## config.mk

```make
export PLATFORM = sky130hd
export DESIGN_NAME = rvc_decompressor
export DESIGN_NICKNAME = d
export VERILOG_FILES = /design/src/rtl/rvc_pkg.sv /design/src/rtl/rvc_classifier.sv /design/src/rtl/rvc_decompressor.sv /design/src/rtl/rvc_imm_builder.sv /design/src/rtl/rvc_instr_assembler.sv /design/src/rtl/rvc_reg_mapper.sv
export VERILOG_INCLUDE_DIRS = /design/src /design/src/include
export SDC_FILE = /design/constraint.sdc
export NUM_CORES = 1
export LEC_CHECK = 0
export BUFFER_PORTS_ARGS = -buffer_cell sky130_fd_sc_hd__buf_2
export CORE_AREA = 3 3 104 106
export DETAILED_ROUTE_END_ITERATION = 10
export DIE_AREA = 0 0 107 109
export PLACE_DENSITY = 0.55
export SLEW_MARGIN = 20
export SYNTH_ARGS = -nofsm -noshare
export SYNTH_HDL_FRONTEND = slang
export SYNTH_SLANG_ARGS = --single-unit
```

## constraint.sdc

```tcl
create_clock -name clk_i -period 1.99 [get_ports clk_i]
set_input_delay 0.199 -clock clk_i [delete_from_list [all_inputs] [get_ports clk_i]]
set_output_delay 0.199 -clock clk_i [all_outputs]
set_load 0.005 [all_outputs]
```

## src/include/rvc_config.svh

```systemverilog
// ------------------------------------------------
// Widths, register numbers and field positions
// Shared by the package, the RTL and the testbench
// ------------------------------------------------
`ifndef RVC_CONFIG_SVH
`define RVC_CONFIG_SVH

`define RVC_ILEN        16      // Compressed instruction width
`define RV_ILEN         32      // Base instruction width
`define RV_REG_W        5       // Register index width

`define RV_REG_RA       5'd1    // Link register
`define RV_REG_SP       5'd2    // Stack pointer
`define RVC_RPRIME_BASE 2'b01   // Prefix for x8..x15

// Compressed field
`define RVC_F3_LSB      13

// Base instruction fields
`define RV_RD_LSB       7
`define RV_F3_LSB       12
`define RV_RS1_LSB      15
`define RV_RS2_LSB      20
`define RV_F12_LSB      20
`define RV_F7_LSB       25

`endif

```

## src/rtl/rvc_pkg.sv

```systemverilog
// ------------------------------------------------
// Types and function codes for the RV32C expander
// Only integer compressed forms are enumerated
// ------------------------------------------------
`default_nettype none

`include "rvc_config.svh"

package rvc_pkg;

    typedef logic [`RVC_ILEN-1:0] rvc_instr16_t;
    typedef logic [`RV_ILEN-1:0]  rv_instr32_t;

    // One entry per compressed instruction
    typedef enum logic [4:0] {
        RVC_ADDI4SPN, RVC_LW,   RVC_SW,
        RVC_ADDI,     RVC_JAL,  RVC_LI,    RVC_ADDI16SP, RVC_LUI,
        RVC_SRLI,     RVC_SRAI, RVC_ANDI,
        RVC_SUB,      RVC_XOR,  RVC_OR,    RVC_AND,
        RVC_J,        RVC_BEQZ, RVC_BNEZ,
        RVC_SLLI,     RVC_LWSP, RVC_SWSP,
        RVC_JR,       RVC_MV,   RVC_EBREAK, RVC_JALR,    RVC_ADD,
        RVC_ILLEGAL
    } rvc_op_e;

    // Base opcodes
    typedef enum logic [6:0] {
        OPC_LOAD   = 7'b0000011,
        OPC_OP_IMM = 7'b0010011,
        OPC_STORE  = 7'b0100011,
        OPC_OP     = 7'b0110011,
        OPC_LUI    = 7'b0110111,
        OPC_BRANCH = 7'b1100011,
        OPC_JALR   = 7'b1100111,
        OPC_JAL    = 7'b1101111,
        OPC_SYSTEM = 7'b1110011
    } rv_opcode_e;

    typedef struct packed {
        logic [`RV_REG_W-1:0] rd;
        logic [`RV_REG_W-1:0] rs1;
        logic [`RV_REG_W-1:0] rs2;
    } rv_regs_t;

    typedef struct packed {
        rvc_op_e op;
        logic    illegal;
    } rvc_dec_t;

    // funct3
    localparam logic [2:0] F3_ADD = 3'b000;
    localparam logic [2:0] F3_SLL = 3'b001;
    localparam logic [2:0] F3_W   = 3'b010;    // LW and SW
    localparam logic [2:0] F3_XOR = 3'b100;
    localparam logic [2:0] F3_SR  = 3'b101;
    localparam logic [2:0] F3_OR  = 3'b110;
    localparam logic [2:0] F3_AND = 3'b111;
    localparam logic [2:0] F3_BEQ = 3'b000;
    localparam logic [2:0] F3_BNE = 3'b001;

    // funct7 and funct12
    localparam logic [6:0]  F7_ZERO    = 7'b0000000;
    localparam logic [6:0]  F7_ALT     = 7'b0100000;  // SUB and SRAI
    localparam logic [11:0] F12_EBREAK = 12'h001;

endpackage

`default_nettype wire

```

## src/rtl/rvc_classifier.sv

```systemverilog
// ------------------------------------------------
// Picks the compressed instruction and flags reserved encodings
// Quadrant 3 and all floating-point forms are illegal
// ------------------------------------------------
`default_nettype none

`include "rvc_config.svh"

module rvc_classifier (
    input  rvc_pkg::rvc_instr16_t ci_instr16_i,
    output rvc_pkg::rvc_dec_t     dec_o
);
    import rvc_pkg::*;

    logic [1:0] quad;
    logic [2:0] funct3;
    logic       bit12;
    logic       hi5_zero;   // Bits 11:7 clear
    logic       lo5_zero;   // Bits 6:2 clear

    assign quad     = ci_instr16_i[1:0];
    assign funct3   = ci_instr16_i[`RVC_F3_LSB +: 3];
    assign bit12    = ci_instr16_i[12];
    assign hi5_zero = (ci_instr16_i[11:7] == '0);
    assign lo5_zero = (ci_instr16_i[6:2] == '0);

    always_comb begin
        dec_o.op      = RVC_ILLEGAL;
        dec_o.illegal = 1'b0;
        unique case (quad)
            // ------------------------------------------------
            2'b00: begin
                unique case (funct3)
                    3'b000: begin
                        dec_o.op      = RVC_ADDI4SPN;
                        dec_o.illegal = (ci_instr16_i[12:5] == '0); // Includes the all-zero word
                    end
                    3'b010:  dec_o.op = RVC_LW;
                    3'b110:  dec_o.op = RVC_SW;
                    default: dec_o.illegal = 1'b1; // FLW, FSW and reserved slots
                endcase
            end
            // ------------------------------------------------
            2'b01: begin
                unique case (funct3)
                    3'b000: dec_o.op = RVC_ADDI;   // NOP when rd is x0
                    3'b001: dec_o.op = RVC_JAL;
                    3'b010: dec_o.op = RVC_LI;
                    3'b011: begin
                        dec_o.op = (ci_instr16_i[11:7] == `RV_REG_SP) ? RVC_ADDI16SP : RVC_LUI;
                        dec_o.illegal = !bit12 && lo5_zero;  // Zero immediate reserved
                    end
                    3'b100: begin
                        unique case (ci_instr16_i[11:10])
                            2'b00: dec_o.op = RVC_SRLI;
                            2'b01: dec_o.op = RVC_SRAI;
                            2'b10: dec_o.op = RVC_ANDI;
                            default: begin
                                unique case (ci_instr16_i[6:5])
                                    2'b00:   dec_o.op = RVC_SUB;
                                    2'b01:   dec_o.op = RVC_XOR;
                                    2'b10:   dec_o.op = RVC_OR;
                                    default: dec_o.op = RVC_AND;
                                endcase
                            end
                        endcase
                        // shamt[5] on shifts, RV64 forms on the ALU ops
                        dec_o.illegal = bit12 && (ci_instr16_i[11:10] != 2'b10);
                    end
                    3'b101:  dec_o.op = RVC_J;
                    3'b110:  dec_o.op = RVC_BEQZ;
                    default: dec_o.op = RVC_BNEZ;
                endcase
            end
            // ------------------------------------------------
            2'b10: begin
                unique case (funct3)
                    3'b000: begin
                        dec_o.op      = RVC_SLLI;
                        dec_o.illegal = bit12;
                    end
                    3'b010: dec_o.op = RVC_LWSP;
                    3'b100: begin
                        if (!bit12) begin
                            dec_o.op = lo5_zero ? RVC_JR : RVC_MV;
                        end else if (!lo5_zero) begin
                            dec_o.op = RVC_ADD;
                        end else begin
                            dec_o.op = hi5_zero ? RVC_EBREAK : RVC_JALR;
                        end
                    end
                    3'b110:  dec_o.op = RVC_SWSP;
                    default: dec_o.illegal = 1'b1; // FLWSP, FSWSP, FLDSP, FSDSP
                endcase
            end
            default: dec_o.illegal = 1'b1; // 32-bit encoding space
        endcase
    end

endmodule

`default_nettype wire

```

## src/rtl/rvc_decompressor.sv

```systemverilog
// ------------------------------------------------
// RV32C expander stage with one cycle of latency
// No back-pressure, so every result must be taken
// ------------------------------------------------
`default_nettype none

module rvc_decompressor (
    input  logic                  clk_i,
    input  logic                  rst_n_i,
    input  logic                  ci_valid_i,
    input  rvc_pkg::rvc_instr16_t ci_instr16_i,
    output logic                  ci_valid_o,
    output logic                  ci_illegal_o,
    output rvc_pkg::rv_instr32_t  ci_instr32_o
);
    import rvc_pkg::*;

    rvc_dec_t    dec;
    rv_regs_t    regs;
    rv_instr32_t imm;

    rvc_classifier u_classifier (
        .ci_instr16_i (ci_instr16_i),
        .dec_o        (dec)
    );

    rvc_reg_mapper u_reg_mapper (
        .ci_instr16_i (ci_instr16_i),
        .op_i         (dec.op),
        .regs_o       (regs)
    );

    rvc_imm_builder u_imm_builder (
        .ci_instr16_i (ci_instr16_i),
        .op_i         (dec.op),
        .imm_o        (imm)
    );

    rvc_instr_assembler u_instr_assembler (
        .clk_i     (clk_i),
        .rst_n_i   (rst_n_i),
        .valid_i   (ci_valid_i),
        .dec_i     (dec),
        .regs_i    (regs),
        .imm_i     (imm),
        .valid_o   (ci_valid_o),
        .illegal_o (ci_illegal_o),
        .instr32_o (ci_instr32_o)
    );

endmodule

`default_nettype wire

```

## src/rtl/rvc_imm_builder.sv

```systemverilog
// ------------------------------------------------
// Immediate image in final 32-bit positions
// All bits outside the immediate fields are zero
// ------------------------------------------------
`default_nettype none

module rvc_imm_builder (
    input  rvc_pkg::rvc_instr16_t ci_instr16_i,
    input  rvc_pkg::rvc_op_e      op_i,
    output rvc_pkg::rv_instr32_t  imm_o
);
    import rvc_pkg::*;

    rvc_instr16_t c;
    logic [11:0]  imm6_sx;       // Sign-extended 6-bit value
    logic [11:0]  addi4spn_off;
    logic [11:0]  addi16sp_off;
    logic [11:0]  mem_w_off;     // LW and SW
    logic [11:0]  lwsp_off;
    logic [11:0]  swsp_off;
    logic [12:0]  br_off;
    logic [20:0]  jal_off;

    // Format scatter helpers
    function automatic rv_instr32_t fmt_i(input logic [11:0] imm);
        fmt_i = {imm, 20'b0};
    endfunction

    function automatic rv_instr32_t fmt_s(input logic [11:0] imm);
        fmt_s = {imm[11:5], 13'b0, imm[4:0], 7'b0};
    endfunction

    function automatic rv_instr32_t fmt_b(input logic [12:0] imm);
        fmt_b = {imm[12], imm[10:5], 13'b0, imm[4:1], imm[11], 7'b0};
    endfunction

    function automatic rv_instr32_t fmt_j(input logic [20:0] imm);
        fmt_j = {imm[20], imm[10:1], imm[11], imm[19:12], 12'b0};
    endfunction

    assign c = ci_instr16_i;

    // Offsets in bytes
    assign imm6_sx      = {{6{c[12]}}, c[12], c[6:2]};
    assign addi4spn_off = {2'b00, c[10:7], c[12:11], c[5], c[6], 2'b00};
    assign addi16sp_off = {{2{c[12]}}, c[12], c[4:3], c[5], c[2], c[6], 4'b0000};
    assign mem_w_off    = {5'b0, c[5], c[12:10], c[6], 2'b00};
    assign lwsp_off     = {4'b0, c[3:2], c[12], c[6:4], 2'b00};
    assign swsp_off     = {4'b0, c[8:7], c[12:9], 2'b00};
    assign br_off       = {{4{c[12]}}, c[12], c[6:5], c[2], c[11:10], c[4:3], 1'b0};
    assign jal_off      = {{9{c[12]}}, c[12], c[8], c[10:9], c[6], c[7], c[2], c[11],
                           c[5:3], 1'b0};

    always_comb begin
        unique case (op_i)
            RVC_ADDI4SPN:                 imm_o = fmt_i(addi4spn_off);
            RVC_LW:                       imm_o = fmt_i(mem_w_off);
            RVC_SW:                       imm_o = fmt_s(mem_w_off);
            RVC_ADDI, RVC_LI, RVC_ANDI:   imm_o = fmt_i(imm6_sx);
            RVC_ADDI16SP:                 imm_o = fmt_i(addi16sp_off);
            RVC_LUI:                      imm_o = {{14{c[12]}}, c[12], c[6:2], 12'b0};
            RVC_SRLI, RVC_SRAI, RVC_SLLI: imm_o = fmt_i({7'b0, c[6:2]}); // shamt at 24:20
            RVC_JAL, RVC_J:               imm_o = fmt_j(jal_off);
            RVC_BEQZ, RVC_BNEZ:           imm_o = fmt_b(br_off);
            RVC_LWSP:                     imm_o = fmt_i(lwsp_off);
            RVC_SWSP:                     imm_o = fmt_s(swsp_off);
            default:                      imm_o = '0;  // Register forms and EBREAK
        endcase
    end

endmodule

`default_nettype wire

```

## src/rtl/rvc_instr_assembler.sv

```systemverilog
// ------------------------------------------------
// Adds opcode and function fields, then registers
// Word is unspecified whenever illegal_o is set
// ------------------------------------------------
`default_nettype none

`include "rvc_config.svh"

module rvc_instr_assembler (
    input  logic                 clk_i,
    input  logic                 rst_n_i,
    input  logic                 valid_i,
    input  rvc_pkg::rvc_dec_t    dec_i,
    input  rvc_pkg::rv_regs_t    regs_i,
    input  rvc_pkg::rv_instr32_t imm_i,
    output logic                 valid_o,
    output logic                 illegal_o,
    output rvc_pkg::rv_instr32_t instr32_o
);
    import rvc_pkg::*;

    rv_opcode_e  opcode;
    logic [2:0]  funct3;
    logic [6:0]  funct7;
    logic [11:0] funct12;
    logic        use_rd;
    logic        use_rs1;
    logic        use_rs2;
    rv_instr32_t instr_d;

    // Field selection per op
    // ------------------------------------------------
    always_comb begin
        opcode  = OPC_OP_IMM;
        funct3  = F3_ADD;      // Also JALR funct3
        funct7  = F7_ZERO;
        funct12 = '0;
        use_rd  = 1'b1;
        use_rs1 = 1'b1;
        use_rs2 = 1'b0;
        unique case (dec_i.op)
            RVC_LW, RVC_LWSP: begin
                opcode = OPC_LOAD;
                funct3 = F3_W;
            end
            RVC_SW, RVC_SWSP: begin
                opcode  = OPC_STORE;
                funct3  = F3_W;
                use_rd  = 1'b0;
                use_rs2 = 1'b1;
            end
            RVC_JAL, RVC_J, RVC_LUI: begin
                opcode  = (dec_i.op == RVC_LUI) ? OPC_LUI : OPC_JAL;
                use_rs1 = 1'b0;
            end
            RVC_JR, RVC_JALR: opcode = OPC_JALR;
            RVC_SRLI:         funct3 = F3_SR;
            RVC_SRAI: begin
                funct3 = F3_SR;
                funct7 = F7_ALT;
            end
            RVC_SLLI: funct3 = F3_SLL;
            RVC_ANDI: funct3 = F3_AND;
            RVC_SUB, RVC_XOR, RVC_OR, RVC_AND, RVC_MV, RVC_ADD: begin
                opcode  = OPC_OP;
                use_rs2 = 1'b1;
                if (dec_i.op == RVC_SUB) funct7 = F7_ALT;
                if (dec_i.op == RVC_XOR) funct3 = F3_XOR;
                if (dec_i.op == RVC_OR)  funct3 = F3_OR;
                if (dec_i.op == RVC_AND) funct3 = F3_AND;
            end
            RVC_BEQZ, RVC_BNEZ: begin
                opcode  = OPC_BRANCH;
                funct3  = (dec_i.op == RVC_BNEZ) ? F3_BNE : F3_BEQ;
                use_rd  = 1'b0;
                use_rs2 = 1'b1;
            end
            RVC_EBREAK: begin
                opcode  = OPC_SYSTEM;
                funct12 = F12_EBREAK;
                use_rd  = 1'b0;
                use_rs1 = 1'b0;
            end
            default: opcode = OPC_OP_IMM;  // ADDI4SPN, ADDI, LI, ADDI16SP, illegal
        endcase
    end

    // Merge into the immediate image
    always_comb begin
        instr_d                     = imm_i;
        instr_d[6:0]                = opcode;
        instr_d[`RV_F3_LSB +: 3]   |= funct3;
        instr_d[`RV_F7_LSB +: 7]   |= funct7;
        instr_d[`RV_F12_LSB +: 12] |= funct12;
        if (use_rd)  instr_d[`RV_RD_LSB +: `RV_REG_W]  = regs_i.rd;
        if (use_rs1) instr_d[`RV_RS1_LSB +: `RV_REG_W] = regs_i.rs1;
        if (use_rs2) instr_d[`RV_RS2_LSB +: `RV_REG_W] = regs_i.rs2;
    end

    // Output stage
    // ------------------------------------------------
    always_ff @(posedge clk_i or negedge rst_n_i) begin
        if (!rst_n_i) begin
            valid_o   <= 1'b0;
            illegal_o <= 1'b0;
            instr32_o <= '0;
        end else begin
            valid_o <= valid_i;    // Low input cycle gives a low output cycle
            if (valid_i) begin
                illegal_o <= dec_i.illegal;
                instr32_o <= instr_d;
            end
        end
    end

endmodule

`default_nettype wire

```

## src/rtl/rvc_reg_mapper.sv

```systemverilog
// ------------------------------------------------
// Register index expansion per compressed op
// Registers a format lacks come out as x0
// ------------------------------------------------
`default_nettype none

`include "rvc_config.svh"

module rvc_reg_mapper (
    input  rvc_pkg::rvc_instr16_t ci_instr16_i,
    input  rvc_pkg::rvc_op_e      op_i,
    output rvc_pkg::rv_regs_t     regs_o
);
    import rvc_pkg::*;

    logic [`RV_REG_W-1:0] rp_hi;   // rs1'/rd' at 9:7
    logic [`RV_REG_W-1:0] rp_lo;   // rs2'/rd' at 4:2
    logic [`RV_REG_W-1:0] r_hi;
    logic [`RV_REG_W-1:0] r_lo;

    assign rp_hi = {`RVC_RPRIME_BASE, ci_instr16_i[9:7]};
    assign rp_lo = {`RVC_RPRIME_BASE, ci_instr16_i[4:2]};
    assign r_hi  = ci_instr16_i[11:7];
    assign r_lo  = ci_instr16_i[6:2];

    always_comb begin
        regs_o = '0;
        unique case (op_i)
            RVC_ADDI4SPN: begin
                regs_o.rd  = rp_lo;
                regs_o.rs1 = `RV_REG_SP;
            end
            RVC_LW: begin
                regs_o.rd  = rp_lo;
                regs_o.rs1 = rp_hi;
            end
            RVC_SW: begin
                regs_o.rs1 = rp_hi;
                regs_o.rs2 = rp_lo;
            end
            RVC_ADDI, RVC_SLLI: begin
                regs_o.rd  = r_hi;
                regs_o.rs1 = r_hi;
            end
            RVC_LI, RVC_LUI: regs_o.rd = r_hi;  // LI adds to x0
            RVC_JAL:         regs_o.rd = `RV_REG_RA;
            RVC_ADDI16SP: begin
                regs_o.rd  = `RV_REG_SP;
                regs_o.rs1 = `RV_REG_SP;
            end
            RVC_SRLI, RVC_SRAI, RVC_ANDI: begin
                regs_o.rd  = rp_hi;
                regs_o.rs1 = rp_hi;
            end
            RVC_SUB, RVC_XOR, RVC_OR, RVC_AND: begin
                regs_o.rd  = rp_hi;
                regs_o.rs1 = rp_hi;
                regs_o.rs2 = rp_lo;
            end
            RVC_BEQZ, RVC_BNEZ: regs_o.rs1 = rp_hi; // Compare against x0
            RVC_LWSP: begin
                regs_o.rd  = r_hi;
                regs_o.rs1 = `RV_REG_SP;
            end
            RVC_SWSP: begin
                regs_o.rs1 = `RV_REG_SP;
                regs_o.rs2 = r_lo;
            end
            RVC_JR: regs_o.rs1 = r_hi;
            RVC_JALR: begin
                regs_o.rd  = `RV_REG_RA;
                regs_o.rs1 = r_hi;
            end
            RVC_MV: begin
                regs_o.rd  = r_hi;
                regs_o.rs2 = r_lo;
            end
            RVC_ADD: begin
                regs_o.rd  = r_hi;
                regs_o.rs1 = r_hi;
                regs_o.rs2 = r_lo;
            end
            default: regs_o = '0;   // J, EBREAK, illegal
        endcase
    end

endmodule

`default_nettype wire

```

==> results.md <==
- Status: finished, violations left
- Failing checks: negative setup slack
- CTS buffer count: 5
- Total Power: 2.62 mW
- Area growth syn-to-layout: 88.6%
- DR WL/cell: 20.2 um
- Final setup viols: 30
- Fin cells: 699
- R2r startpoint: u_instr_assembler.instr32_o[16]$_DFFE_PN0P_
- Clk sink count: 33
- Final HPWL from detailed placement: 9690 um
- Critical-path cell list: buf_8 > nor4_4 > and4_4 > a21oi_4 > o32a_4 > buf_8 > a211oi_1 > o21a_1 > nor2_1 > a311oi_1
- First-pass GRT wire length: 20200 um
- I/O Buffers: 52
- Max Cap Viol: 0
- DP Worst Slack: -914 ps
- Drt initial violations: 387
- Clock Tree Buf Depth: 2
- Met2 Usage GRT: 37.0%
- Final Util: 55.0%
- Syn nets: 391
- DRT Pass-1 Iters: 5
- Clk_skew: 0 ps
- Placed Area: 4170 um2
- Asr flop ratio synth: 100%
- Setup TNS: -6410 ps
- Largest net degree at the start of global routing: 34
- YS warnings: 0
- Busiest grt layer: met2
- Cells after Synth: 370
- Vias in the first global route: 3736
- Critical Path AT: 2530 ps
- Worst Max-Slew Pin Slew: 714 ps
- Cell count of the worst reg-to-reg path: 3
- DRC: 0
- Die Area: 11700 um2
- Routed Antenna Nets: 0
- Layout cells sized above 1: 58.3%
- Fmax achieved: 429 MHz
- NumNets Final: 586
- CP Max Fanout: 5
- CP Launch Type: primary input
- Final Hold Vio Count: 0
- H-tree depth: 2
- Leading area contributor after synthesis: dfrtp_1
- Worst EP required: 2190 ps
- Clock period minus final worst setup slack: 2330 ps
- Synth unique cells: 82
- Seq/Total Area, Yosys: 28.7%
- Clock Latency Late Sink: 290 ps
- Post-synthesis register bit count: 33
- PwrDens: 483 nW/um2
- Post-synth EDFFs: 0
- Crit-path max cell delay: 390 ps
- Initial antenna violation count: 0
- Final Worst Setup Slack: -340 ps
- Die height: 109 um
- Reg2reg setup slack: 940 ps
- Worst hold path endpoint: u_instr_assembler.instr32_o[14]$_DFFE_PN0P_
- Dominant cells by area after synthesis: dfrtp_1 29%, nor2_1 7.8%, a21oi_1 5.6%, nand2_1 3.5%, a31oi_1 3.0%
- Crit-path slowest cell: o32a_4
- Critical hold path startpoint: ci_valid_i
- Clk slew on worst S/H paths: 70 ps
- Syn_area_per_cell: 7.78 um2
- Vias post-DR: 4078
- Final Cycle Share: 117%
- Relative slew margins: 52.4%
- Antenna Cells: 0
- IO Pins: 53
- Clock root cell: clkbuf_8
- WS Path Type: in -> reg
- Global placement routability congestion: 0.979
- Initial core utilization: 29.2%
- Fin area: 5430 um2
- Grt total ovfl: 0
- Hold Crit Class: in -> reg
- Total Routing Usage GR: 22.1%
- Vias per cell: 5.83
- GR Layer Usage met1: 28.0%
- Site Rows: 36
- Worst vdd ir: 0.000273 V
- Leakage: 2.30 nW
- Placed Cells: 649
- Mapped Area: 2880 um2
- Die width: 107 um
- Synth Flop Type: dfrtp_1
- Routed WL: 14100 um
- CTS tree: built
- Core Region: 9860 um2
- Worst hold slack: 272 ps
- Worst r2r dst: u_instr_assembler.instr32_o[16]$_DFFE_PN0P_
- Crit end category: flop
- Met3 Usage GRT: 3.08%
- Unrepaired setup endpoints after global routing: true
- Share of Yosys cell area claimed by the top area cell type: 28.7%
- Final slew viol count: 0
- Hold path depth: 2
- Most used cell, CP: buf_8
## synthesized netlist by cell type, types with 6 or more instances
library cell  count
nor2_1           60
dfrtp_1          33
a21oi_1          32
nand2_1          27
o21ai_0          16
a31oi_1          14
buf_2            13
clkbuf_1         13
nor3_1           11
o31ai_1           8
a211oi_1          7
inv_1             7
o21ai_1           6
## layer usage
layer | up-vias | share of wire [%]
li1 | 1800 | -
met1 | 1970 | 40
met2 | 227 | 47
met3 | 81 | 7.1
met4 | 0 | 6.6
met5 | - | 0
## flip-flops by register name, summed over array words and instances, names as in the netlist
register,count
u_instr_assembler.instr32_o,31
u_instr_assembler.illegal_o,1
u_instr_assembler.valid_o,1
## area by class of cell
class	instances	area, um2
Sequential cell	33	826
Multi-Input combinational cell	300	2560
Clock buffer	5	68.8
Timing Repair Buffer	218	1760
Inverter	7	31.3
Clock inverter	3	17.5
Fill cell	813	4440
Tap cell	133	166
## kinds of logic after synthesis
| logic type | count (synthesis) | synth area share (%) |
|---|---|---|
| AO/OA/AOI/OAI | 145 | 36.3 |
| XOR/XNOR | 2 | 0.609 |
| adder cells (fa/ha/maj) | 2 | 0.869 |
| buffers and inverters | 38 | 6.17 |
| flip-flops | 33 | 28.7 |
| multiplexers | 2 | 0.739 |
| AND/OR/NAND/NOR | 148 | 26.7 |
## timing repair
| item | 4_1_cts | 5_1_grt |
|---|---|---|
| hold endpoints to repair | 33 | 0 |
| resized for setup | 93 | 92 |
| hold buffers | 1 | 0 |
| pin swaps | 61 | 61 |
| setup endpoints to repair | 30 | 30 |
| buffers inserted | 31 | 19 |
| cloned | 2 | 0 |
## worst max path at each step
stage	slack [ps]	to	startpoint	depth (start not counted)
2_1_floorplan	-360	u_instr_assembler.instr32_o[22]$_DFFE_PN0P_	ci_instr16_i[11]	9
3_3_place_gp	-940	u_instr_assembler.instr32_o[2]$_DFFE_PN0P_	ci_instr16_i[9]	13
3_5_place_dp	-910	u_instr_assembler.instr32_o[2]$_DFFE_PN0P_	ci_instr16_i[9]	13
4_1_cts	-310	u_instr_assembler.instr32_o[22]$_DFFE_PN0P_	ci_instr16_i[11]	13
5_1_grt	-430	u_instr_assembler.instr32_o[22]$_DFFE_PN0P_	ci_instr16_i[11]	13
6_report	-340	u_instr_assembler.instr32_o[27]$_DFFE_PN0P_	ci_instr16_i[11]	10
## power breakdown
group / switching [mW] / internal [mW] / total, mW
clock: 0.267 / 0.241 / 0.508
combinational: 0.677 / 0.644 / 1.32
sequential: 0.0408 / 0.750 / 0.791
total: 0.985 / 1.64 / 2.62
## cell usage in the layout, fill, tap and decap left out, types with 4 or more instances in the layout
cell      synthesis  routed
o21ai_0          16       8
nor3_4            1       5
o21ai_1           6       6
a31oi_1          14      11
nor3_1           11       6
a211oi_1          7       6
nor2_1           60      53
o21ai_2           1       5
dfrtp_1          33      33
inv_1             7       5
buf_2            13      43
buf_6             2      39
o31ai_4           0       4
clkbuf_8          0       5
o211ai_1          5       5
a21oi_2           1      11
o21ai_4           0       4
a21oi_1          32      20
buf_8             0       6
nor2_2            2       6
buf_4             1     126
nand2_1          27      24
## critical path, delay by kind of cell
kind	cells	cell delay (ps)
compound gates	5	1350
buf+inv	2	250
simple gates	3	730
No activity file was read; power rests on OpenSTA's default activity.
